[config.mk]
export PLATFORM = sky130hd
export DESIGN_NAME = axi_mem_top
export DESIGN_NICKNAME = d
export VERILOG_FILES = /design/src/rtl/axi_mem_pkg.sv /design/src/rtl/axi_burst_decode.sv /design/src/rtl/axi_mem_top.sv /design/src/rtl/axi_resp_compose.sv /design/src/rtl/axi_rw_arbiter.sv /design/src/rtl/mem_bank_split.sv
export SDC_FILE = /design/constraint.sdc
export NUM_CORES = 1
export LEC_CHECK = 0
export ABC_AREA = 1
export BUFFER_PORTS_ARGS = -buffer_cell sky130_fd_sc_hd__buf_2
export CAP_MARGIN = 20
export CELL_PAD_IN_SITES_DETAIL_PLACEMENT = 2
export CELL_PAD_IN_SITES_GLOBAL_PLACEMENT = 2
export CORE_MARGIN = 2
export CORE_UTILIZATION = 28
export DETAILED_ROUTE_END_ITERATION = 8
export GPL_TIMING_DRIVEN = 0
export PLACE_DENSITY_LB_ADDON = 0.2
export RECOVER_POWER = 25
export REMOVE_ABC_BUFFERS = 1
export SLEW_MARGIN = 30
export SYNTH_ARGS = -nofsm -noshare
export SYNTH_HDL_FRONTEND = slang
export SYNTH_SLANG_ARGS = --single-unit
[constraint.sdc]
create_clock -name clk_i -period 4 [get_ports clk_i]
set_clock_uncertainty 0.15 [all_clocks]
set_input_delay 0 -clock clk_i [delete_from_list [all_inputs] [get_ports clk_i]]
set_output_delay 0 -clock clk_i [all_outputs]
set_load 0.02 [all_outputs]
[src/rtl/axi_mem_pkg.sv]
/*
 * widths, constants and channel types for the AXI to banked memory bridge
 * plus the burst byte increment helper
 */
package axi_mem_pkg;

  localparam int unsigned ADDR_W      = 16;
  localparam int unsigned DATA_W      = 64;
  localparam int unsigned STRB_W      = DATA_W / 8;
  localparam int unsigned ID_W        = 4;
  localparam int unsigned NUM_BANKS   = 2;
  localparam int unsigned BANK_W      = DATA_W / NUM_BANKS;
  localparam int unsigned BANK_STRB_W = BANK_W / 8;
  localparam int unsigned META_DEPTH  = 4;

  // byte offset bits inside one full-width beat
  localparam int unsigned BEAT_LSB   = $clog2(STRB_W);
  localparam int unsigned META_PTR_W = $clog2(META_DEPTH);
  localparam int unsigned META_CNT_W = $clog2(META_DEPTH + 1);

  localparam logic [1:0] BURST_INCR = 2'b01;

  typedef logic [ADDR_W-1:0]      addr_t;
  typedef logic [DATA_W-1:0]      data_t;
  typedef logic [STRB_W-1:0]      strb_t;
  typedef logic [ID_W-1:0]        id_t;
  typedef logic [7:0]             len_t;
  typedef logic [2:0]             size_t;
  typedef logic [3:0]             qos_t;
  typedef logic [BANK_W-1:0]      bank_data_t;
  typedef logic [BANK_STRB_W-1:0] bank_strb_t;

  // arbiter side selection
  typedef enum logic {
    SEL_RD = 1'b0,
    SEL_WR = 1'b1
  } sel_e;

  typedef struct packed {
    id_t        id;
    addr_t      addr;
    len_t       len;
    size_t      size;
    qos_t       qos;
    logic [1:0] burst;
  } ax_chan_t;

  typedef struct packed {
    data_t data;
    strb_t strb;
    logic  last;
  } w_chan_t;

  typedef struct packed {
    id_t   id;
    data_t data;
    logic  last;
  } r_chan_t;

  typedef struct packed {
    id_t id;
  } b_chan_t;

  typedef struct packed {
    addr_t addr;
    id_t   id;
    logic  last;
    qos_t  qos;
    size_t size;
    logic  write;
  } beat_meta_t;

  typedef struct packed {
    addr_t addr;
    data_t wdata;
    strb_t strb;
    logic  we;
  } mem_req_t;

  typedef struct packed {
    addr_t      addr;
    bank_data_t wdata;
    bank_strb_t strb;
    logic       we;
  } bank_req_t;

  function automatic addr_t beat_bytes(input size_t size);
    return addr_t'(1) << size;
  endfunction

endpackage

[src/rtl/axi_burst_decode.sv]
/*
 * AR and AW+W burst decode into single-beat requests
 */
module axi_burst_decode
  import axi_mem_pkg::*;
(
  input  logic       clk_i,
  input  logic       rst_ni,

  input  ax_chan_t   ar_i,
  input  logic       ar_valid_i,
  output logic       ar_ready_o,
  input  ax_chan_t   aw_i,
  input  logic       aw_valid_i,
  output logic       aw_ready_o,
  input  logic       w_valid_i,
  output logic       w_ready_o,

  output beat_meta_t rd_beat_o,
  output beat_meta_t wr_beat_o,
  output logic       rd_valid_o,
  output logic       wr_valid_o,
  input  logic       rd_ready_i,
  input  logic       wr_ready_i,
  output logic       rd_cnt_busy_o,
  output logic       wr_cnt_busy_o
);

  len_t       rd_cnt_d, rd_cnt_q;
  len_t       wr_cnt_d, wr_cnt_q;
  beat_meta_t rd_meta_d, rd_meta_q;
  beat_meta_t wr_meta_d, wr_meta_q;

  // first beat keeps the unaligned request address
  function automatic beat_meta_t first_beat(input ax_chan_t ax, input logic write);
    return '{
      addr:  ax.addr,
      id:    ax.id,
      last:  (ax.len == '0),
      qos:   ax.qos,
      size:  ax.size,
      write: write
    };
  endfunction

  // later beats step from the stored aligned address
  function automatic beat_meta_t next_beat(input beat_meta_t prev, input len_t cnt);
    beat_meta_t nxt;
    nxt      = prev;
    nxt.addr = prev.addr + beat_bytes(prev.size);
    nxt.last = (cnt == len_t'(1));
    return nxt;
  endfunction

  function automatic addr_t align_addr(input addr_t addr, input size_t size);
    return addr & ~(beat_bytes(size) - addr_t'(1));
  endfunction

  always_comb begin
    rd_cnt_d   = rd_cnt_q;
    rd_meta_d  = rd_meta_q;
    rd_beat_o  = rd_meta_q;
    rd_valid_o = 1'b0;
    ar_ready_o = 1'b0;
    if (rd_cnt_q != '0) begin
      rd_beat_o  = next_beat(rd_meta_q, rd_cnt_q);
      rd_valid_o = 1'b1;
      if (rd_ready_i) begin
        rd_cnt_d  = rd_cnt_q - len_t'(1);
        rd_meta_d = rd_beat_o;
      end
    end else if (ar_valid_i) begin
      rd_beat_o  = first_beat(ar_i, 1'b0);
      rd_valid_o = 1'b1;
      if (rd_ready_i) begin
        ar_ready_o     = 1'b1;
        rd_cnt_d       = ar_i.len;
        rd_meta_d      = rd_beat_o;
        rd_meta_d.addr = align_addr(ar_i.addr, ar_i.size);
      end
    end
  end

  // a write burst needs AW and its first W beat together
  always_comb begin
    wr_cnt_d   = wr_cnt_q;
    wr_meta_d  = wr_meta_q;
    wr_beat_o  = wr_meta_q;
    wr_valid_o = 1'b0;
    aw_ready_o = 1'b0;
    w_ready_o  = 1'b0;
    if (wr_cnt_q != '0) begin
      wr_beat_o  = next_beat(wr_meta_q, wr_cnt_q);
      wr_valid_o = w_valid_i;
      if (w_valid_i && wr_ready_i) begin
        w_ready_o = 1'b1;
        wr_cnt_d  = wr_cnt_q - len_t'(1);
        wr_meta_d = wr_beat_o;
      end
    end else if (aw_valid_i && w_valid_i) begin
      wr_beat_o  = first_beat(aw_i, 1'b1);
      wr_valid_o = 1'b1;
      if (wr_ready_i) begin
        aw_ready_o     = 1'b1;
        w_ready_o      = 1'b1;
        wr_cnt_d       = aw_i.len;
        wr_meta_d      = wr_beat_o;
        wr_meta_d.addr = align_addr(aw_i.addr, aw_i.size);
      end
    end
  end

  assign rd_cnt_busy_o = (rd_cnt_q != '0);
  assign wr_cnt_busy_o = (wr_cnt_q != '0);

  always_ff @(posedge clk_i or negedge rst_ni) begin
    if (!rst_ni) begin
      rd_cnt_q <= '0;
      wr_cnt_q <= '0;
    end else begin
      rd_cnt_q <= rd_cnt_d;
      wr_cnt_q <= wr_cnt_d;
    end
  end

  always_ff @(posedge clk_i) begin
    rd_meta_q <= rd_meta_d;
    wr_meta_q <= wr_meta_d;
  end

endmodule

[src/rtl/axi_mem_top.sv]
/*
 * AXI4 slave to two-bank memory bridge top level
 */
module axi_mem_top
  import axi_mem_pkg::*;
(
  input  logic                       clk_i,
  input  logic                       rst_ni,

  input  ax_chan_t                   ar_i,
  input  logic                       ar_valid_i,
  output logic                       ar_ready_o,
  input  ax_chan_t                   aw_i,
  input  logic                       aw_valid_i,
  output logic                       aw_ready_o,
  input  w_chan_t                    w_i,
  input  logic                       w_valid_i,
  output logic                       w_ready_o,
  output r_chan_t                    r_o,
  output logic                       r_valid_o,
  input  logic                       r_ready_i,
  output b_chan_t                    b_o,
  output logic                       b_valid_o,
  input  logic                       b_ready_i,

  output logic       [NUM_BANKS-1:0] bank_req_o,
  input  logic       [NUM_BANKS-1:0] bank_gnt_i,
  output bank_req_t  [NUM_BANKS-1:0] bank_o,
  input  logic       [NUM_BANKS-1:0] bank_rvalid_i,
  input  bank_data_t [NUM_BANKS-1:0] bank_rdata_i
);

  beat_meta_t rd_beat, wr_beat, beat_meta;
  logic       rd_valid, wr_valid, rd_ready, wr_ready;
  logic       rd_cnt_busy, wr_cnt_busy;
  mem_req_t   mem_req;
  logic       beat_take, split_gnt, meta_ready;
  data_t      rdata;
  logic       rvalid, resp_take;

  axi_burst_decode i_decode (
    .clk_i,
    .rst_ni,
    .ar_i,
    .ar_valid_i,
    .ar_ready_o,
    .aw_i,
    .aw_valid_i,
    .aw_ready_o,
    .w_valid_i,
    .w_ready_o,
    .rd_beat_o     (rd_beat),
    .wr_beat_o     (wr_beat),
    .rd_valid_o    (rd_valid),
    .wr_valid_o    (wr_valid),
    .rd_ready_i    (rd_ready),
    .wr_ready_i    (wr_ready),
    .rd_cnt_busy_o (rd_cnt_busy),
    .wr_cnt_busy_o (wr_cnt_busy)
  );

  axi_rw_arbiter i_arbiter (
    .clk_i,
    .rst_ni,
    .rd_beat_i     (rd_beat),
    .wr_beat_i     (wr_beat),
    .rd_valid_i    (rd_valid),
    .wr_valid_i    (wr_valid),
    .rd_ready_o    (rd_ready),
    .wr_ready_o    (wr_ready),
    .rd_cnt_busy_i (rd_cnt_busy),
    .wr_cnt_busy_i (wr_cnt_busy),
    .w_data_i      (w_i.data),
    .w_strb_i      (w_i.strb),
    .gnt_i         (split_gnt),
    .meta_ready_i  (meta_ready),
    .mem_req_o     (mem_req),
    .req_valid_o   (),
    .beat_meta_o   (beat_meta),
    .beat_take_o   (beat_take)
  );

  mem_bank_split i_split (
    .clk_i,
    .rst_ni,
    .mem_req_i     (mem_req),
    .beat_take_i   (beat_take),
    .gnt_o         (split_gnt),
    .bank_req_o,
    .bank_gnt_i,
    .bank_o,
    .bank_rvalid_i,
    .bank_rdata_i,
    .rdata_o       (rdata),
    .rvalid_o      (rvalid),
    .resp_take_i   (resp_take)
  );

  axi_resp_compose i_result (
    .clk_i,
    .rst_ni,
    .beat_meta_i   (beat_meta),
    .beat_take_i   (beat_take),
    .meta_ready_o  (meta_ready),
    .rdata_i       (rdata),
    .rvalid_i      (rvalid),
    .resp_take_o   (resp_take),
    .r_o,
    .r_valid_o,
    .r_ready_i,
    .b_o,
    .b_valid_o,
    .b_ready_i
  );

endmodule

[src/rtl/axi_resp_compose.sv]
/*
 * in-order beat metadata FIFO steering memory responses to R or B
 */
module axi_resp_compose
  import axi_mem_pkg::*;
(
  input  logic       clk_i,
  input  logic       rst_ni,

  input  beat_meta_t beat_meta_i,
  input  logic       beat_take_i,
  output logic       meta_ready_o,

  input  data_t      rdata_i,
  input  logic       rvalid_i,
  output logic       resp_take_o,

  output r_chan_t    r_o,
  output logic       r_valid_o,
  input  logic       r_ready_i,
  output b_chan_t    b_o,
  output logic       b_valid_o,
  input  logic       b_ready_i
);

  beat_meta_t            fifo_q [META_DEPTH];
  logic [META_PTR_W-1:0] wr_ptr_q, rd_ptr_q;
  logic [META_CNT_W-1:0] cnt_q;
  beat_meta_t            head;
  logic                  head_valid;

  assign head         = fifo_q[rd_ptr_q];
  assign head_valid   = (cnt_q != '0);
  assign meta_ready_o = (cnt_q < META_CNT_W'(META_DEPTH));

  // join memory response with the oldest beat
  always_comb begin
    r_valid_o   = 1'b0;
    b_valid_o   = 1'b0;
    resp_take_o = 1'b0;
    if (rvalid_i && head_valid) begin
      if (!head.write) begin
        r_valid_o   = 1'b1;
        resp_take_o = r_ready_i;
      end else if (head.last) begin
        b_valid_o   = 1'b1;
        resp_take_o = b_ready_i;
      end else begin
        // inner write beats produce no AXI response
        resp_take_o = 1'b1;
      end
    end
  end

  assign r_o = '{
    id:   head.id,
    data: rdata_i,
    last: head.last
  };
  assign b_o = '{id: head.id};

  always_ff @(posedge clk_i or negedge rst_ni) begin
    if (!rst_ni) begin
      wr_ptr_q <= '0;
      rd_ptr_q <= '0;
      cnt_q    <= '0;
    end else begin
      if (beat_take_i) begin
        wr_ptr_q <= wr_ptr_q + 1'b1;
      end
      if (resp_take_o) begin
        rd_ptr_q <= rd_ptr_q + 1'b1;
      end
      cnt_q <= cnt_q + META_CNT_W'(beat_take_i) - META_CNT_W'(resp_take_o);
    end
  end

  always_ff @(posedge clk_i) begin
    if (beat_take_i) begin
      fifo_q[wr_ptr_q] <= beat_meta_i;
    end
  end

endmodule

[src/rtl/axi_rw_arbiter.sv]
/*
 * read/write beat arbiter with QoS and burst rules, choice held under stall
 */
module axi_rw_arbiter
  import axi_mem_pkg::*;
(
  input  logic       clk_i,
  input  logic       rst_ni,

  input  beat_meta_t rd_beat_i,
  input  beat_meta_t wr_beat_i,
  input  logic       rd_valid_i,
  input  logic       wr_valid_i,
  output logic       rd_ready_o,
  output logic       wr_ready_o,
  input  logic       rd_cnt_busy_i,
  input  logic       wr_cnt_busy_i,
  input  data_t      w_data_i,
  input  strb_t      w_strb_i,

  input  logic       gnt_i,
  input  logic       meta_ready_i,
  output mem_req_t   mem_req_o,
  output logic       req_valid_o,
  output beat_meta_t beat_meta_o,
  output logic       beat_take_o
);

  sel_e sel_d, sel_q;
  logic lock_d, lock_q;

  always_comb begin
    sel_d = sel_q;
    if (lock_q) begin
      // waiting request keeps its side
      sel_d = sel_q;
    end else if (rd_valid_i && !wr_valid_i) begin
      sel_d = SEL_RD;
    end else if (wr_valid_i && !rd_valid_i) begin
      sel_d = SEL_WR;
    end else if (rd_valid_i && wr_valid_i) begin
      if (wr_beat_i.qos > rd_beat_i.qos) begin
        sel_d = SEL_WR;
      end else if (rd_beat_i.qos > wr_beat_i.qos) begin
        sel_d = SEL_RD;
      end else if (wr_beat_i.last && !rd_beat_i.last) begin
        // write bursts cannot interleave, so a lone write goes first
        sel_d = SEL_WR;
      end else if (wr_cnt_busy_i) begin
        sel_d = SEL_WR;
      end else if (rd_cnt_busy_i) begin
        sel_d = SEL_RD;
      end else begin
        sel_d = (sel_q == SEL_RD) ? SEL_WR : SEL_RD;
      end
    end
  end

  assign beat_meta_o = (sel_d == SEL_WR) ? wr_beat_i : rd_beat_i;
  assign req_valid_o = (sel_d == SEL_WR) ? wr_valid_i : rd_valid_i;

  // split and response side accept together
  assign beat_take_o = req_valid_o & gnt_i & meta_ready_i;
  assign rd_ready_o  = beat_take_o & (sel_d == SEL_RD);
  assign wr_ready_o  = beat_take_o & (sel_d == SEL_WR);
  assign lock_d      = req_valid_o & ~beat_take_o;

  assign mem_req_o = '{
    addr:  beat_meta_o.addr,
    wdata: w_data_i,
    strb:  w_strb_i,
    we:    beat_meta_o.write
  };

  always_ff @(posedge clk_i or negedge rst_ni) begin
    if (!rst_ni) begin
      sel_q  <= SEL_RD;
      lock_q <= 1'b0;
    end else begin
      sel_q  <= sel_d;
      lock_q <= lock_d;
    end
  end

endmodule

[src/rtl/mem_bank_split.sv]
/*
 * beat split over parallel banks with fall-through request and response
 * registers, bank read data joined back to full width
 */
module mem_bank_split
  import axi_mem_pkg::*;
(
  input  logic                       clk_i,
  input  logic                       rst_ni,

  input  mem_req_t                   mem_req_i,
  input  logic                       beat_take_i,
  output logic                       gnt_o,

  output logic       [NUM_BANKS-1:0] bank_req_o,
  input  logic       [NUM_BANKS-1:0] bank_gnt_i,
  output bank_req_t  [NUM_BANKS-1:0] bank_o,
  input  logic       [NUM_BANKS-1:0] bank_rvalid_i,
  input  bank_data_t [NUM_BANKS-1:0] bank_rdata_i,

  output data_t                      rdata_o,
  output logic                       rvalid_o,
  input  logic                       resp_take_i
);

  logic [NUM_BANKS-1:0] rsp_valid;
  logic                 inflight_q;
  addr_t                beat_addr;

  assign beat_addr = {mem_req_i.addr[ADDR_W-1:BEAT_LSB], {BEAT_LSB{1'b0}}};

  for (genvar i = 0; i < NUM_BANKS; i++) begin : gen_bank
    bank_req_t  req_in;
    bank_req_t  req_q;
    logic       req_full_q;
    bank_data_t rsp_q;
    logic       rsp_full_q;

    assign req_in = '{
      addr:  beat_addr + addr_t'(i * BANK_STRB_W),
      wdata: mem_req_i.wdata[i*BANK_W +: BANK_W],
      strb:  mem_req_i.strb[i*BANK_STRB_W +: BANK_STRB_W],
      we:    mem_req_i.we
    };

    // request falls through when the register is empty
    assign bank_req_o[i] = req_full_q | beat_take_i;
    assign bank_o[i]     = req_full_q ? req_q : req_in;

    assign rsp_valid[i]                = rsp_full_q | bank_rvalid_i[i];
    assign rdata_o[i*BANK_W +: BANK_W] = rsp_full_q ? rsp_q : bank_rdata_i[i];

    always_ff @(posedge clk_i or negedge rst_ni) begin
      if (!rst_ni) begin
        req_full_q <= 1'b0;
        rsp_full_q <= 1'b0;
      end else begin
        if (bank_gnt_i[i]) begin
          req_full_q <= 1'b0;
        end else if (beat_take_i) begin
          req_full_q <= 1'b1;
        end
        if (resp_take_i) begin
          rsp_full_q <= 1'b0;
        end else if (bank_rvalid_i[i]) begin
          rsp_full_q <= 1'b1;
        end
      end
    end

    always_ff @(posedge clk_i) begin
      if (beat_take_i && !req_full_q) begin
        req_q <= req_in;
      end
      if (bank_rvalid_i[i] && !rsp_full_q) begin
        rsp_q <= bank_rdata_i[i];
      end
    end
  end

  assign rvalid_o = &rsp_valid;

  // one beat per bank path until its response is popped, so the
  // response registers never overflow
  assign gnt_o = ~inflight_q | resp_take_i;

  always_ff @(posedge clk_i or negedge rst_ni) begin
    if (!rst_ni) begin
      inflight_q <= 1'b0;
    end else if (beat_take_i) begin
      inflight_q <= 1'b1;
    end else if (resp_take_i) begin
      inflight_q <= 1'b0;
    end
  end

endmodule

Word-level counts from Yosys, hierarchy flattened
Memory sizes are Yosys's and may differ from the RTL's. Index checks and enable logic that the tools add are counted.

Multiplexer cells: 67. Equal/unequal tests: 3. Shift operators: 4. Add/sub/neg operators: 11. Bitwise operators: 19. Reduce and logical (&&, ||, !) cells: 36. Order comparisons: 3.

Operators by type and width (count): 29-bit 2-to-1 mux (13); 53-bit 2-to-1 mux (2); 32-bit 2-to-1 mux (2); 8-bit 2-to-1 mux (8); 1-bit by 3-bit << shifter with 16-bit output, first input constant (4); 1-bit 2-to-1 mux (42); 16-bit adder (2); 16-bit bitwise AND (2); 16-bit NOT (2); 16-bit by 1-bit subtractor with 16-bit output, second input constant (2); 16-bit by 3-bit adder with 16-bit output, second input constant (1); 8-bit by 1-bit equality test with 1-bit output, second input constant (2); 8-bit logical NOT (2); 2-bit nonzero test (8); 8-bit nonzero test (2); 8-bit by 1-bit subtractor with 8-bit output, second input constant (2); 1-bit logical AND (11); 3-bit AND reduction (3); 4-bit > comparator (2); 1-bit logical NOT (7); 1-bit bitwise AND (5); 1-bit NOT (5); 1-bit OR (5); 2-bit by 1-bit adder with 2-bit output, second input constant (2); 6 further kinds (7).

Output and inout bits: 186. Flip-flop bits (word level): 255. Input port bits: 222. Memories kept: 1. RAM bits: 116. Word-level logic and storage cells: 178.

Memories: i_result.fifo_q (words 4, bits a word 29, read ports 1, clocked after memory_dff 0, wr ports 1, line axi_resp_compose.sv:26) `beat_meta_t fifo_q [META_DEPTH];`.

Depth between registers and ports, before layout
Gate-level depths: netlist of the first run.

Depth in word-level cells: 19. Gate-level depth with buffers: 24. Mapped depth without buffers: 22.

By module
From an unflattened synthesis of the first run, not the netlist that was laid out.

Cell total of the unflattened synthesis: 1979. Area total of the unflattened synthesis: 16430.8 um^2.

By module, submodules not included: mem_bank_split (cells each 730, instances 1, sequential area each 5049.8 um^2, area each 7460.9 um^2); axi_burst_decode (cells each 826, instances 1, sequential area each 2082.0 um^2, area each 5700.5 um^2); axi_resp_compose (cells each 188, instances 1, sequential area each 895.9 um^2, area each 1871.8 um^2); axi_rw_arbiter (cells each 235, instances 1, sequential area each 50.0 um^2, area each 1397.6 um^2).

Least setup slack after synthesis of the first run
OpenSTA, ideal clock, no wires.

Path type: register to register. Start point: reg i_decode.wr_cnt_q[0]. End point: reg i_split.gen_bank[0].req_q[0] (netlist bit) (enable). Required time: 3.392 ns. Arrival: 3.730 ns. Path buffers: 1. Stages on the path, launching flop included: 10. Period minus slack after synthesis: 4.337 ns. Slack: -0.337 ns. Setup time: 0.458 ns. Cells stage by stage: dfrtp_1 inv_1 ha_1 nand2_2 nor2_8 o21ai_2 o211ai_2 nand4_1 buf_2 nor2_1.

Cells in the longest elaborated chain, start to end: 14. Elaborated cells between the ends (all ways): 23. Classes of those cells: order compare (2); eq/ne (1); mux (11); bitwise (2); reduce/logical (7).

Ends and longest elaborated chain: from (decl) (line axi_burst_decode.sv:30) `len_t wr_cnt_d, wr_cnt_q;`; from (signal assigned) (line axi_burst_decode.sv:122) `wr_cnt_q <= wr_cnt_d;`; branches (longest 10 deep; another with 4-bit > comparator); 1-bit 2-to-1 mux * (line axi_rw_arbiter.sv:60) `assign req_valid_o = (sel_d == SEL_WR) ? wr_valid_i : rd_valid_i;`; 1-bit bitwise AND * (2 in series) (line axi_rw_arbiter.sv:63) `assign beat_take_o = req_valid_o & gnt_i & meta_ready_i;`; 1-bit logical AND * (line mem_bank_split.sv:72) `if (beat_take_i && !req_full_q) begin`; to (signal assigned) (line mem_bank_split.sv:73) `req_q <= req_in;`; to (decl) (line mem_bank_split.sv:34) `bank_req_t req_q;`.

Every way passes the cells marked *. A chain may end at the register's enable or synchronous reset.

==> results.md, run 1 <==
* Result of the run: finished with violations
* Violated checks: max-capacitance violations, max-slew violations
* Distinct cells, synth at between 40 and 50
* Total area of sequential cells at around 0.008 sq mm
* Met2 Track Usage GR at 0.432
* Total routed wirelength at roughly 66 mm
* Startpoint of the worst register-to-register path: i_decode.rd_cnt_q[1]
* Fill cell instance count of the final layout at between 5000 and 6000
* Number of buffers and inverters on the critical path at 7
* # placed instances at 2727
* Area of the core at ~0.052 sq mm
* Worst slew margin relative to its limit at -0.145
* Fmax achieved at around 0.25 GHz
* Routed length per placed instance at 21.2 microns
* H-tree Lvls at 2
* Setup TNS after final layout at 0 ns
* Minimum setup slack in the final design at 0.0384 ns
* Critical path data arrival time at 3.81 ns
* VDD IR-drop max at between 0.3 and 0.4 mV
* Clock slew at reported path FFs at around 0.06 ns
* Hold violation total from the final report at 0
* Total of flip-flops plus latches after synthesis at around 270
* Via Count at 14700
* Maximum clock insertion buffer count at 3
* Clk Tree Root Cell: sky130_fd_sc_hd__clkbuf_16
* Shortest period the worst path allows at 3.96 ns
* Via/cell ratio at ~4.7
* Maximum number of pins on one net before global-route repair at between 50 and 60
* Cell type with the highest occurrence count on the critical path: sky130_fd_sc_hd__nand2_4
* Total power consumption of the routed design at approximately 19 mW
* Global-route wire length before repair at 98.1 mm
* CTS tree: built
* Family with the most delay on the worst path: simple AND/OR/NAND/NOR gates
* Num rows at 83
* Setup Crit Path Kind: flop to output port
* Number of DRC violations after detailed-routing iteration 0 at 614
* Pre-CTS setup slack at -1.51 ns
* Slowest stage cell on the critical path: sky130_fd_sc_hd__dfrtp_1
* Initial antenna violation count at 6
* Met3 global-route usage at 0.0447
* Type of the tightest min-delay check: primary input to flop
* Most common flop cell mapped by yosys: sky130_fd_sc_hd__edfxtp_1
* Worst Path Max Fanout at 6
* Count of flip-flops with a built-in enable after synthesis at 244
* Leakage power of the design at 9.87 nW
* Critical path cell sequence: inv_2 -> ha_4 -> inv_2 -> nor2_4 -> nand2_4 -> nor2_4 -> buf_12 -> clkinvlp_4 -> nor2_2 -> a21oi_1 -> ha_1 -> buf_4 -> a211oi_4 -> nor2_2 -> nand2_4 -> nand2_8 -> nand2_8 -> buf_6 -> nand2_4 -> nand3_2 -> nand2_2 -> buf_6
* Port-buffer cells at 396
* Aggregate global-route resource usage at 0.238
* Global Route met1 Usage at 0.279
* Post-layout nets at between 2000 and 3000
* Number of buffers created by CTS at 37
* Number of slew-limit violations in the final report at 24
* DR DRC count at 0
* Die W at between 200 and 250 microns
* Total of endpoints with negative setup slack in the final report at 0
* Number of routed nets with antenna violations at 0
* Instance count of the mapped netlist at roughly 1700
* RSZ-0062 raised after global routing: yes
* Ys async rst share at 0.109
* Proportion of layout cells with a drive suffix above 1 at 0.193
* Total gr overflow at 0
* Number of search-and-repair iterations in the first detailed-routing pass at 5
* Crit. End Element: output port
* Footprint of the multi-input gates at about 0.0061 sq mm
* Worst-Margin Slew at ~1.7 ns
* I/O pins at 408
* Share of the clock period used by the worst path at 0.990
* Cell Area, Synth at around 0.015 sq mm
* Type of element launching the critical path: flop
* Total number of yosys warnings at 0
* Starting density of the core at 0.285
* Via count of the first global-routing pass at 16300
* Worst hold path startpoint: w_i[2]
* # clock sinks at approximately 270
* Final-layout worst hold slack at 0.0245 ns
* Overall die area at between 0.05 and 0.06 sq mm
* Gp weighted congestion at roughly 0.8
* Area Growth Syn to Fin at 49.4%
* Core occupancy in the finished layout at 0.425
* Part of the Yosys area used for sequential elements at 0.551
* Placed instance area at ~0.017 sq mm
* Most congested layer reported by global routing: met2
* Pwr per Cell Area at about 860 mW/mm^2
* Critical Path RT at around 3.9 ns
* Timing startpoint of the critical path: i_decode.rd_cnt_q[1]
* Sum of net half-perimeters after detailed placement at 41.6 mm
* Max-capacitance violation count at 1
* Chip height at around 230 microns
* Peak per-stage delay on the critical path at between 0.3 and 0.4 ns
* Post-route design area at between 0.02 and 0.025 sq mm
* Mean cell area of the mapped netlist at 8.58 sq um
* Fin cells at just over 3000
* Clock insertion delay at the later pin of the skew report at roughly 0.56 ns
==> worst reg2reg max path: cells and delay by family, from the launching register on <==
kind	cells	cell delay, ns
AOI/OAI and AO/OA	2	0.11
and+or+nand+nor	11	1.90
buffers and inverters	4	0.47
adders and majority gates	2	0.46
DFF	1	0.39
==> cells in the mapped netlist (17+ instances only) <==
master                     count  area (sq um)
sky130_fd_sc_hd__o21ai_0      63           315
sky130_fd_sc_hd__nor3_1       24           120
sky130_fd_sc_hd__ha_1         33           413
sky130_fd_sc_hd__a22oi_1      21           158
sky130_fd_sc_hd__inv_1       137           514
sky130_fd_sc_hd__nand2_1     727          2730
sky130_fd_sc_hd__dfrtp_1      30           751
sky130_fd_sc_hd__nand2_2      17           106
sky130_fd_sc_hd__edfxtp_1    244          7330
sky130_fd_sc_hd__a21oi_1      37           185
sky130_fd_sc_hd__clkbuf_1     43           161
sky130_fd_sc_hd__nor2_1      109           409
sky130_fd_sc_hd__nand3_1      89           445
==> registers in the layout (all words and copies together), names as in the netlist, 3 cells and up <==
| signal | cells |
|---|---|
| i_decode.rd_meta_q | 28 |
| i_result.cnt_q | 3 |
| i_split.gen_bank.req_q | 100 |
| i_result.fifo_q | 24 |
| i_decode.wr_meta_q | 28 |
| i_split.gen_bank.rsp_q | 64 |
| i_decode.rd_cnt_q | 8 |
| i_decode.wr_cnt_q | 8 |
==> cells in the final DEF, fill, tap and decap left out, types with 23 or more instances in the layout <==
| cell type | count |
|---|---|
| sky130_fd_sc_hd__a21oi_1 | 34 |
| sky130_fd_sc_hd__buf_2 | 239 |
| sky130_fd_sc_hd__buf_4 | 30 |
| sky130_fd_sc_hd__buf_6 | 25 |
| sky130_fd_sc_hd__clkbuf_1 | 139 |
| sky130_fd_sc_hd__clkbuf_16 | 38 |
| sky130_fd_sc_hd__dfrtp_1 | 26 |
| sky130_fd_sc_hd__dlygate4sd3_1 | 265 |
| sky130_fd_sc_hd__edfxtp_1 | 244 |
| sky130_fd_sc_hd__ha_1 | 31 |
| sky130_fd_sc_hd__inv_1 | 132 |
| sky130_fd_sc_hd__nand2_1 | 712 |
| sky130_fd_sc_hd__nand2_2 | 25 |
| sky130_fd_sc_hd__nand3_1 | 80 |
| sky130_fd_sc_hd__nor2_1 | 95 |
| sky130_fd_sc_hd__nor3_1 | 23 |
| sky130_fd_sc_hd__o21ai_0 | 60 |
==> routing by layer <==
| metal | share of wire | vias to the layer above | wire length (microns) |
|---|---|---|---|
| li1 | - | 6968 | - |
| met5 | 0.00020 | - | 13 |
| met2 | 0.51 | 365 | 33900 |
| met3 | 0.049 | 100 | 3240 |
| met4 | 0.028 | 2 | 1830 |
| met1 | 0.41 | 7298 | 26900 |
==> logic make-up (layout without fill, tap and decap cells) <==
group	after synthesis	in the layout	share of synthesized area
fa+ha+maj	36	36	0.0323
flops	274	274	0.551
compound gates	153	153	0.0619
buf+inv	219	918	0.0619
mux	1	1	0.000683
xor+xnor	11	11	0.00657
simple gates	1013	1020	0.285
other cells	2	11	0.000512
==> worst paths after layout <==
check / end / slack (ns) / cells after the start
worst min register to register: i_decode.rd_cnt_q[4] / 0.34 / 2
min in group asynchronous: i_split.inflight_q / 0.49 / 3
max in group asynchronous: i_split.gen_bank[1].req_full_q / 0.92 / 4
worst max-delay path: bank_o[95] / 0.04 / 22
worst min-delay path: i_split.gen_bank[0].req_q[2] / 0.02 / 2
worst max register to register: i_decode.wr_meta_q[24] / 0.16 / 19
==> final cells by class <==
type	count	share of cell area
timing repair buffer	703	0.234
sequential	274	0.369
timing repair inverter	1	0.000343
tap	680	0.0388
inverter	147	0.0263
multi-input combinational	1227	0.277
clock buffer	52	0.0467
antenna	5	0.000571
clock inverter	15	0.00685
==> repair_timing <==
item,CTS,global route
pin swaps,7,29
gates resized for setup,28,123
endpoints found under the hold margin,332,0
cloned,7,1
hold buffers,266,0
endpoints found under the setup margin,225,168
setup buffers,16,15
==> report_power, final <==
part	internal [mW]	switching [mW]	total (mW)
registers	4.56	0.728	5.29
logic	3.36	6.79	10.2
clock network	1.93	1.37	3.30
total	9.85	8.89	18.7
(Power assumes the default switching activity.)
==> run 2: changes to the inputs <==
- SYNTH_HIERARCHICAL: not set -> 1
==> run 2 against run 1 <==
The flow still finishes with violations (max-capacitance violations, max-slew violations). Critical path depth shrank 4. Non-clock buffer count is 4 lower. Flip-flop and latch count did not move. Design area shrank 0.51%. Sequential power fell by 7.2%. Register-to-register slack gained 0.10 ns. Worst setup slack improved by 0.19 ns. Clock power grew 3%. Fmax grew 5.1%. Global-route usage fell by 2.4 points. Critical endpoint is now ar_ready_o. Highest routed layer is now met4.
==> results.md, run 2 <==
* Result of the run: finished with violations
* Violated checks: max-capacitance violations, max-slew violations
* Total number of yosys warnings at 6
* Hold violation total from the final report at 0
* Instance count of the mapped netlist at 1916
* Placed instance area at approximately 0.018 sq mm
* Clock insertion delay at the later pin of the skew report at about 0.56 ns
* Number of buffers and inverters on the critical path at 6
* Registers with the most flip-flops: i_split/gen_bank.req_q x100, i_split/gen_bank.rsp_q x64
* Cell Area, Synth at 0.0161 sq mm
* Total routed wirelength at between 60 and 70 mm
* Number of DRC violations after detailed-routing iteration 0 at between 400 and 500
* Area of the core at about 0.057 sq mm
* Largest register FFs at 100
* Proportion of layout cells with a drive suffix above 1 at 0.180
* Via count of the first global-routing pass at between 15000 and 20000
* Total gr overflow at 0
* Crit. End Element: output port
* Worst Path Max Fanout at 38
* Commonest cells after routing, fill and taps aside: sky130_fd_sc_hd__nand2_1, sky130_fd_sc_hd__dlygate4sd3_1, sky130_fd_sc_hd__buf_2
* Total power consumption of the routed design at between 15 and 20 mW
* Family with the most delay on the worst path: simple AND/OR/NAND/NOR gates
* Critical Path RT at between 3 and 4 ns
* Aggregate global-route resource usage at 0.214
* Area Growth Syn to Fin at 35.0%
* Post-route design area at between 0.02 and 0.025 sq mm
* Slowest stage cell on the critical path: sky130_fd_sc_hd__dfrtp_1
* Starting density of the core at 0.281
* Leakage power of the design at 10.0 nW
* Global-route wire length before repair at about 98 mm
* Setup TNS after final layout at 0 ns
* Max-capacitance violation count at 2
* H-tree Lvls at 2
* Pre-CTS setup slack at -1.03 ns
* Fill cell instance count of the final layout at 6577
* Maximum clock insertion buffer count at 3
* Worst-Margin Slew at between 2 and 2.5 ns
* Post-layout nets at about 2700
* Port-buffer cells at 396
* Setup Crit Path Kind: flop to output port
* CTS tree: built
* Number of slew-limit violations in the final report at between 40 and 50
* Worst slew margin relative to its limit at -0.439
* Mean cell area of the mapped netlist at between 8 and 9 sq um
* Number of routed nets with antenna violations at 0
* Fmax achieved at ~0.27 GHz
* Routed length per placed instance at between 20 and 25 microns
* Die W at about 240 microns
* Share of the clock period used by the worst path at 0.943
* Number of search-and-repair iterations in the first detailed-routing pass at 4
* Initial antenna violation count at 4
* # clock sinks at 274
* Pwr per Cell Area at ~750 mW/mm^2
* Sum of net half-perimeters after detailed placement at approximately 42 mm
* DR DRC count at 0
* Peak per-stage delay on the critical path at 0.41 ns
* Maximum number of pins on one net before global-route repair at around 50
* Critical path data arrival time at 3.62 ns
* Chip height at ~240 microns
* Overall die area at ~0.060 sq mm
* Via/cell ratio at between 4 and 5
* Via Count at 14800
* Shortest period the worst path allows at around 3.8 ns
* Cell type with the highest occurrence count on the critical path: sky130_fd_sc_hd__nand2_1
* Minimum setup slack in the final design at around 0.23 ns
* Type of the tightest min-delay check: primary input to flop
* RSZ-0062 raised after global routing: yes
* Gp weighted congestion at about 0.8
* Register with the most flip-flops: i_split/gen_bank.req_q
* Critical path cell sequence: inv_2 -> ha_4 -> nand2_4 -> nor2_8 -> buf_4 -> inv_4 -> nand2_1 -> nand2_1 -> inv_1 -> nand2_1 -> a21oi_2 -> nand2_8 -> nand2_8 -> nand2_1 -> nor2_1 -> inv_1 -> nor2_2 -> buf_4
* Type of element launching the critical path: flop
* Num rows at slightly below 90
* I/O pins at slightly above 400
* Clk Tree Root Cell: sky130_fd_sc_hd__clkbuf_16
* Total of endpoints with negative setup slack in the final report at 0
* Most common cell after layout, fill and taps aside: sky130_fd_sc_hd__nand2_1
* VDD IR-drop max at ~0.27 mV
* Clock slew at reported path FFs at ~0.070 ns
* Number of buffers created by CTS at 38
## run 2: routing by layer
metal	vias up	track usage	wire, microns	part of all wire
met3	117	0.0363	2560	0.040
met1	7281	0.254	27200	0.42
li1	7026	-	-	-
met2	338	0.384	32700	0.50
met5	-	0	0	0
met4	0	0.0811	2310	0.036
## run 2: layout make-up
type                    count  area, sq um  area share
clock buffers              52         1060      0.0489
inverters                 159          629      0.0289
repair buffers            699         4950       0.227
well taps                 765          957      0.0439
diodes                      4         10.0    0.000459
clock inverters            17          155     0.00712
flip-flops and latches    274         8090       0.371
multi-input cells        1259         5930       0.272
## run 2: worst paths after layout
check	depth (start not counted)	end	slack (ns)	from
worst max-delay path	18	ar_ready_o	0.23	i_decode/wr_cnt_q[0]
worst min-delay path	2	i_split/gen_bank[1].req_q[10]	0.04	w_i[46]
worst max register to register	18	i_decode/wr_meta_q[7]	0.26	i_decode/wr_cnt_q[0]
worst min register to register	2	i_split/inflight_q	0.32	i_split/inflight_q
max in group asynchronous	4	i_split/gen_bank[1].req_full_q	1.01	rst_ni
min in group asynchronous	4	i_decode/wr_cnt_q[2]	1.14	rst_ni
## run 2: repair_timing
item	CTS	global route
hold buffers	275	0
setup buffers	8	11
gates resized for setup	31	25
hold endpoints to repair	362	0
cloned	4	1
setup endpoints to repair	251	161
pin swaps	5	7
## run 2: stage by stage
step           utilization  std cells  hold WS, ns
6_report             0.380       3229       0.0396
4_1_cts              0.380       3213    0.0000340
3_5_place_dp         0.307       2857       0.0291
2_1_floorplan            -       1687       -0.446
3_3_place_gp         0.302       2848       0.0407
5_1_grt              0.380       3229       0.0386
## run 2: where the power goes
group	leakage, nW	switching, mW	internal [mW]
Clock	0.600	1.39	2.00
Sequential	2.63	0.565	4.34
Combinational	6.80	5.65	2.40
==> run 3: changes to the inputs <==
- CORE_UTILIZATION: 28 -> 31
- PLACE_DENSITY_LB_ADDON: 0.2 -> 0.1
- SETUP_SLACK_MARGIN: not set -> 0.5
- clock period: 4 -> 3.7 ns (I/O delays scaled with it)
==> run 3 against run 2 <==
The run still ends with max-capacitance violations, max-slew violations left. Power is 18% higher. Register-to-register slack got worse by 0.12 ns. Global-route usage increased by 2.9 points. Clock-buffer cell count increased by 2. Via count rose by 2.7%. Core utilization grew 6.5 points. Wire length rose by 3.4%. Largest cell class unchanged.
==> results.md, run 3 (same netlist as run 2, synthesis figures left out) <==
* NetSw at roughly 9 mW
* Number of slew-limit violations in the final report at 35
* Number of routed nets with antenna violations at 0
* Number of buffers created by CTS at 37
* Placed instance area at between 0.015 and 0.02 sq mm
* Core occupancy in the finished layout at 0.445
* Max-capacitance violation count at 2
* Area Growth Syn to Fin at 41.7%
* Post-route design area at around 0.023 sq mm
* Critical Path RT at slightly above 4 ns
* Via/cell ratio at between 4 and 5
* Overall die area at 0.0539 sq mm
* Via count of the first global-routing pass at 16800
* Sum of net half-perimeters after detailed placement at around 42 mm
* Comb power frac at 0.550
* Routed length per placed instance at between 20 and 25 microns
* Share of the clock period used by the worst path at 0.964
* Sw frac at 0.460
* Maximum clock insertion buffer count at 3
* Total gr overflow at 0
* Startpoint of the worst register-to-register path: i_decode/wr_cnt_q[0]
* Setup Crit Path Kind: flop to flop
* Leakage power of the design at ~10 nW
* Chip height at between 200 and 250 microns
* Most common cell after layout, fill and taps aside: sky130_fd_sc_hd__nand2_1
* Pwr per Cell Area at 843 mW/mm^2
* # placed instances at 2773
* Num rows at 83
* Endpoint of the most critical register-to-register path: i_decode/wr_cnt_q[7]
* Final-layout worst hold slack at 0.0440 ns
* Number of DRC violations after detailed-routing iteration 0 at around 570
* Violated checks: max-capacitance violations, max-slew violations
* Type of element launching the critical path: flop
* Area of the core at between 0.05 and 0.06 sq mm
* Relative contribution of the clock network to total power at 0.180
* I/O pins at approximately 410
* Registers with the most flip-flops: i_split/gen_bank.req_q x100, i_split/gen_bank.rsp_q x64
* Clk Tree Root Cell: sky130_fd_sc_hd__clkbuf_16
* CTS tree: built
* # clock sinks at roughly 270
* Worst r2r path cells at 25
* Via Count at between 15000 and 20000
* Clock insertion delay at the later pin of the skew report at 0.56 ns
* Maximum number of pins on one net before global-route repair at around 50
* Internal power at between 10 and 15 mW
* Result of the run: finished with violations
* Setup slack of the most critical reg-to-reg path at 0.14 ns
* DR DRC count at 0
* Port-buffer cells at around 400
* Worst hold path startpoint: w_i[48]
* Fmax achieved at 0.281 GHz
* Die W at 232 microns
* Hold violation total from the final report at 0
* Worst Path Max Fanout at 8
* Number of search-and-repair iterations in the first detailed-routing pass at 4
* H-tree Lvls at 2
* VDD IR-drop max at approximately 0.29 mV
* Worst slew margin relative to its limit at -0.199
* Shortest period the worst path allows at 3.56 ns
* Hold-critical path endpoint: i_split/gen_bank[1].req_q[12]
* Critical path data arrival time at ~4 ns
* Gp weighted congestion at ~0.79
* Largest register FFs at 100
* Commonest cells after routing, fill and taps aside: sky130_fd_sc_hd__nand2_1, sky130_fd_sc_hd__dlygate4sd3_1, sky130_fd_sc_hd__edfxtp_1
* Min-Delay Path Depth at 2
* Worst-Margin Slew at about 1.8 ns
* Type of the tightest min-delay check: primary input to flop
* Global-route wire length before repair at ~100 mm
* Proportion of power drawn by flip-flops and latches at 0.270
* Proportion of layout cells with a drive suffix above 1 at 0.243
* Fin cells at around 3200
* Register with the most flip-flops: i_split/gen_bank.req_q
* Aggregate global-route resource usage at 0.242
* RSZ-0062 raised after global routing: yes
* Starting density of the core at 0.314
* Initial antenna violation count at 7
* Total of endpoints with negative setup slack in the final report at 0
* Total power consumption of the routed design at roughly 19 mW
* Total routed wirelength at 67.0 mm
* Post-layout nets at between 2000 and 3000
* Clock slew at reported path FFs at roughly 0.060 ns
* Crit. End Element: flop
[run 3: cell count changes in the layout (fill, tap and decap cells not counted), sizes merged, moves of 2 or more]
cell / previous run / this run
clkbuf: 183 / 196
inv: 159 / 161
nand2: 831 / 834
diode: 4 / 7
dlygate4sd3: 274 / 247
bufinv: 2 / 0
buf: 294 / 357
[run 3: through the flow]
stage | setup TNS, ns | setup slack [ns]
global placement | -555.22 | -4.24
finish | 0 | 0.135
detailed placement | -181.09 | -1.24
floorplan | -148.14 | -1.40
CTS | 0 | 0.190
global route | -0.962 | -0.0717
[run 3: area by class of cell]
class	instances	area [sq um]
diodes	7	17.5
fillers	5693	28500
repair buffers	746	5610
repair inverters	3	38.8
clock inverters	12	82.6
multi-input cells	1262	6450
well taps	680	851
flip-flops and latches	274	8100
inverters	159	661
clock buffers	54	1070
[run 3: metal layers]
metal  routed length (microns)  up-vias  global-route usage
li1                          -     7132                   -
met1                     27000     7567               0.283
met2                     34800      349               0.442
met3                      3120      110              0.0433
met4                      2030        0              0.0835
met5                         0        -                   0
[run 3: timing repair]
item / 4_1_cts / 5_1_grt
hold buffers: 247 / 0
gates resized for setup: 157 / 128
cloned: 9 / 5
buffers inserted: 60 / 30
hold endpoints to repair: 357 / 0
setup endpoints to repair: 291 / 165
pin swaps: 30 / 42
[run 3: power by group through the flow]
stage,Combinational (mW),Clock (mW),Sequential (mW)
3_5_place_dp,8.05,0,5.37
3_3_place_gp,7.34,0,5.50
4_1_cts,9.82,3.57,5.17
6_report,10.6,3.48,5.20
2_1_floorplan,4.57,0,5.24
5_1_grt,11.5,3.69,5.30
[run 3: worst max-delay path by stage]
stage	endpoint	depth (start not counted)	from
floorplan	i_split/gen_bank[0].req_q[0]	12	i_decode/wr_cnt_q[0]
global placement	i_split/gen_bank[1].req_q[40]	12	i_split/gen_bank[0].rsp_full_q
detailed placement	i_decode/rd_cnt_q[3]	22	i_decode/wr_cnt_q[0]
CTS	bank_o[105]	18	i_decode/wr_cnt_q[4]
global route	i_decode/wr_cnt_q[3]	25	i_decode/wr_cnt_q[0]
finish	i_decode/wr_cnt_q[7]	25	i_decode/wr_cnt_q[0]
[run 3: critical path, cell delays in order (launching register included)]
cell and delay (ns):
sky130_fd_sc_hd__dfrtp_1 0.40, sky130_fd_sc_hd__inv_2 0.09, sky130_fd_sc_hd__ha_4 0.17, sky130_fd_sc_hd__nand2_8 0.06, sky130_fd_sc_hd__nor2_8 0.19, sky130_fd_sc_hd__nand2_8 0.09
sky130_fd_sc_hd__o21ai_2 0.14, sky130_fd_sc_hd__inv_1 0.07, sky130_fd_sc_hd__ha_1 0.30, sky130_fd_sc_hd__nand2_2 0.08, sky130_fd_sc_hd__inv_2 0.04, sky130_fd_sc_hd__nand2_1 0.06
sky130_fd_sc_hd__nand2_1 0.07, sky130_fd_sc_hd__nand2_2 0.09, sky130_fd_sc_hd__nand2_4 0.09, sky130_fd_sc_hd__nand2_8 0.16, sky130_fd_sc_hd__nand3_4 0.10, sky130_fd_sc_hd__nor2_4 0.17
sky130_fd_sc_hd__nand2_2 0.11, sky130_fd_sc_hd__buf_6 0.13, sky130_fd_sc_hd__o21ai_4 0.18, sky130_fd_sc_hd__buf_6 0.15, sky130_fd_sc_hd__buf_12 0.12, sky130_fd_sc_hd__buf_8 0.11
sky130_fd_sc_hd__nand3_1 0.09, sky130_fd_sc_hd__nand2_1 0.08
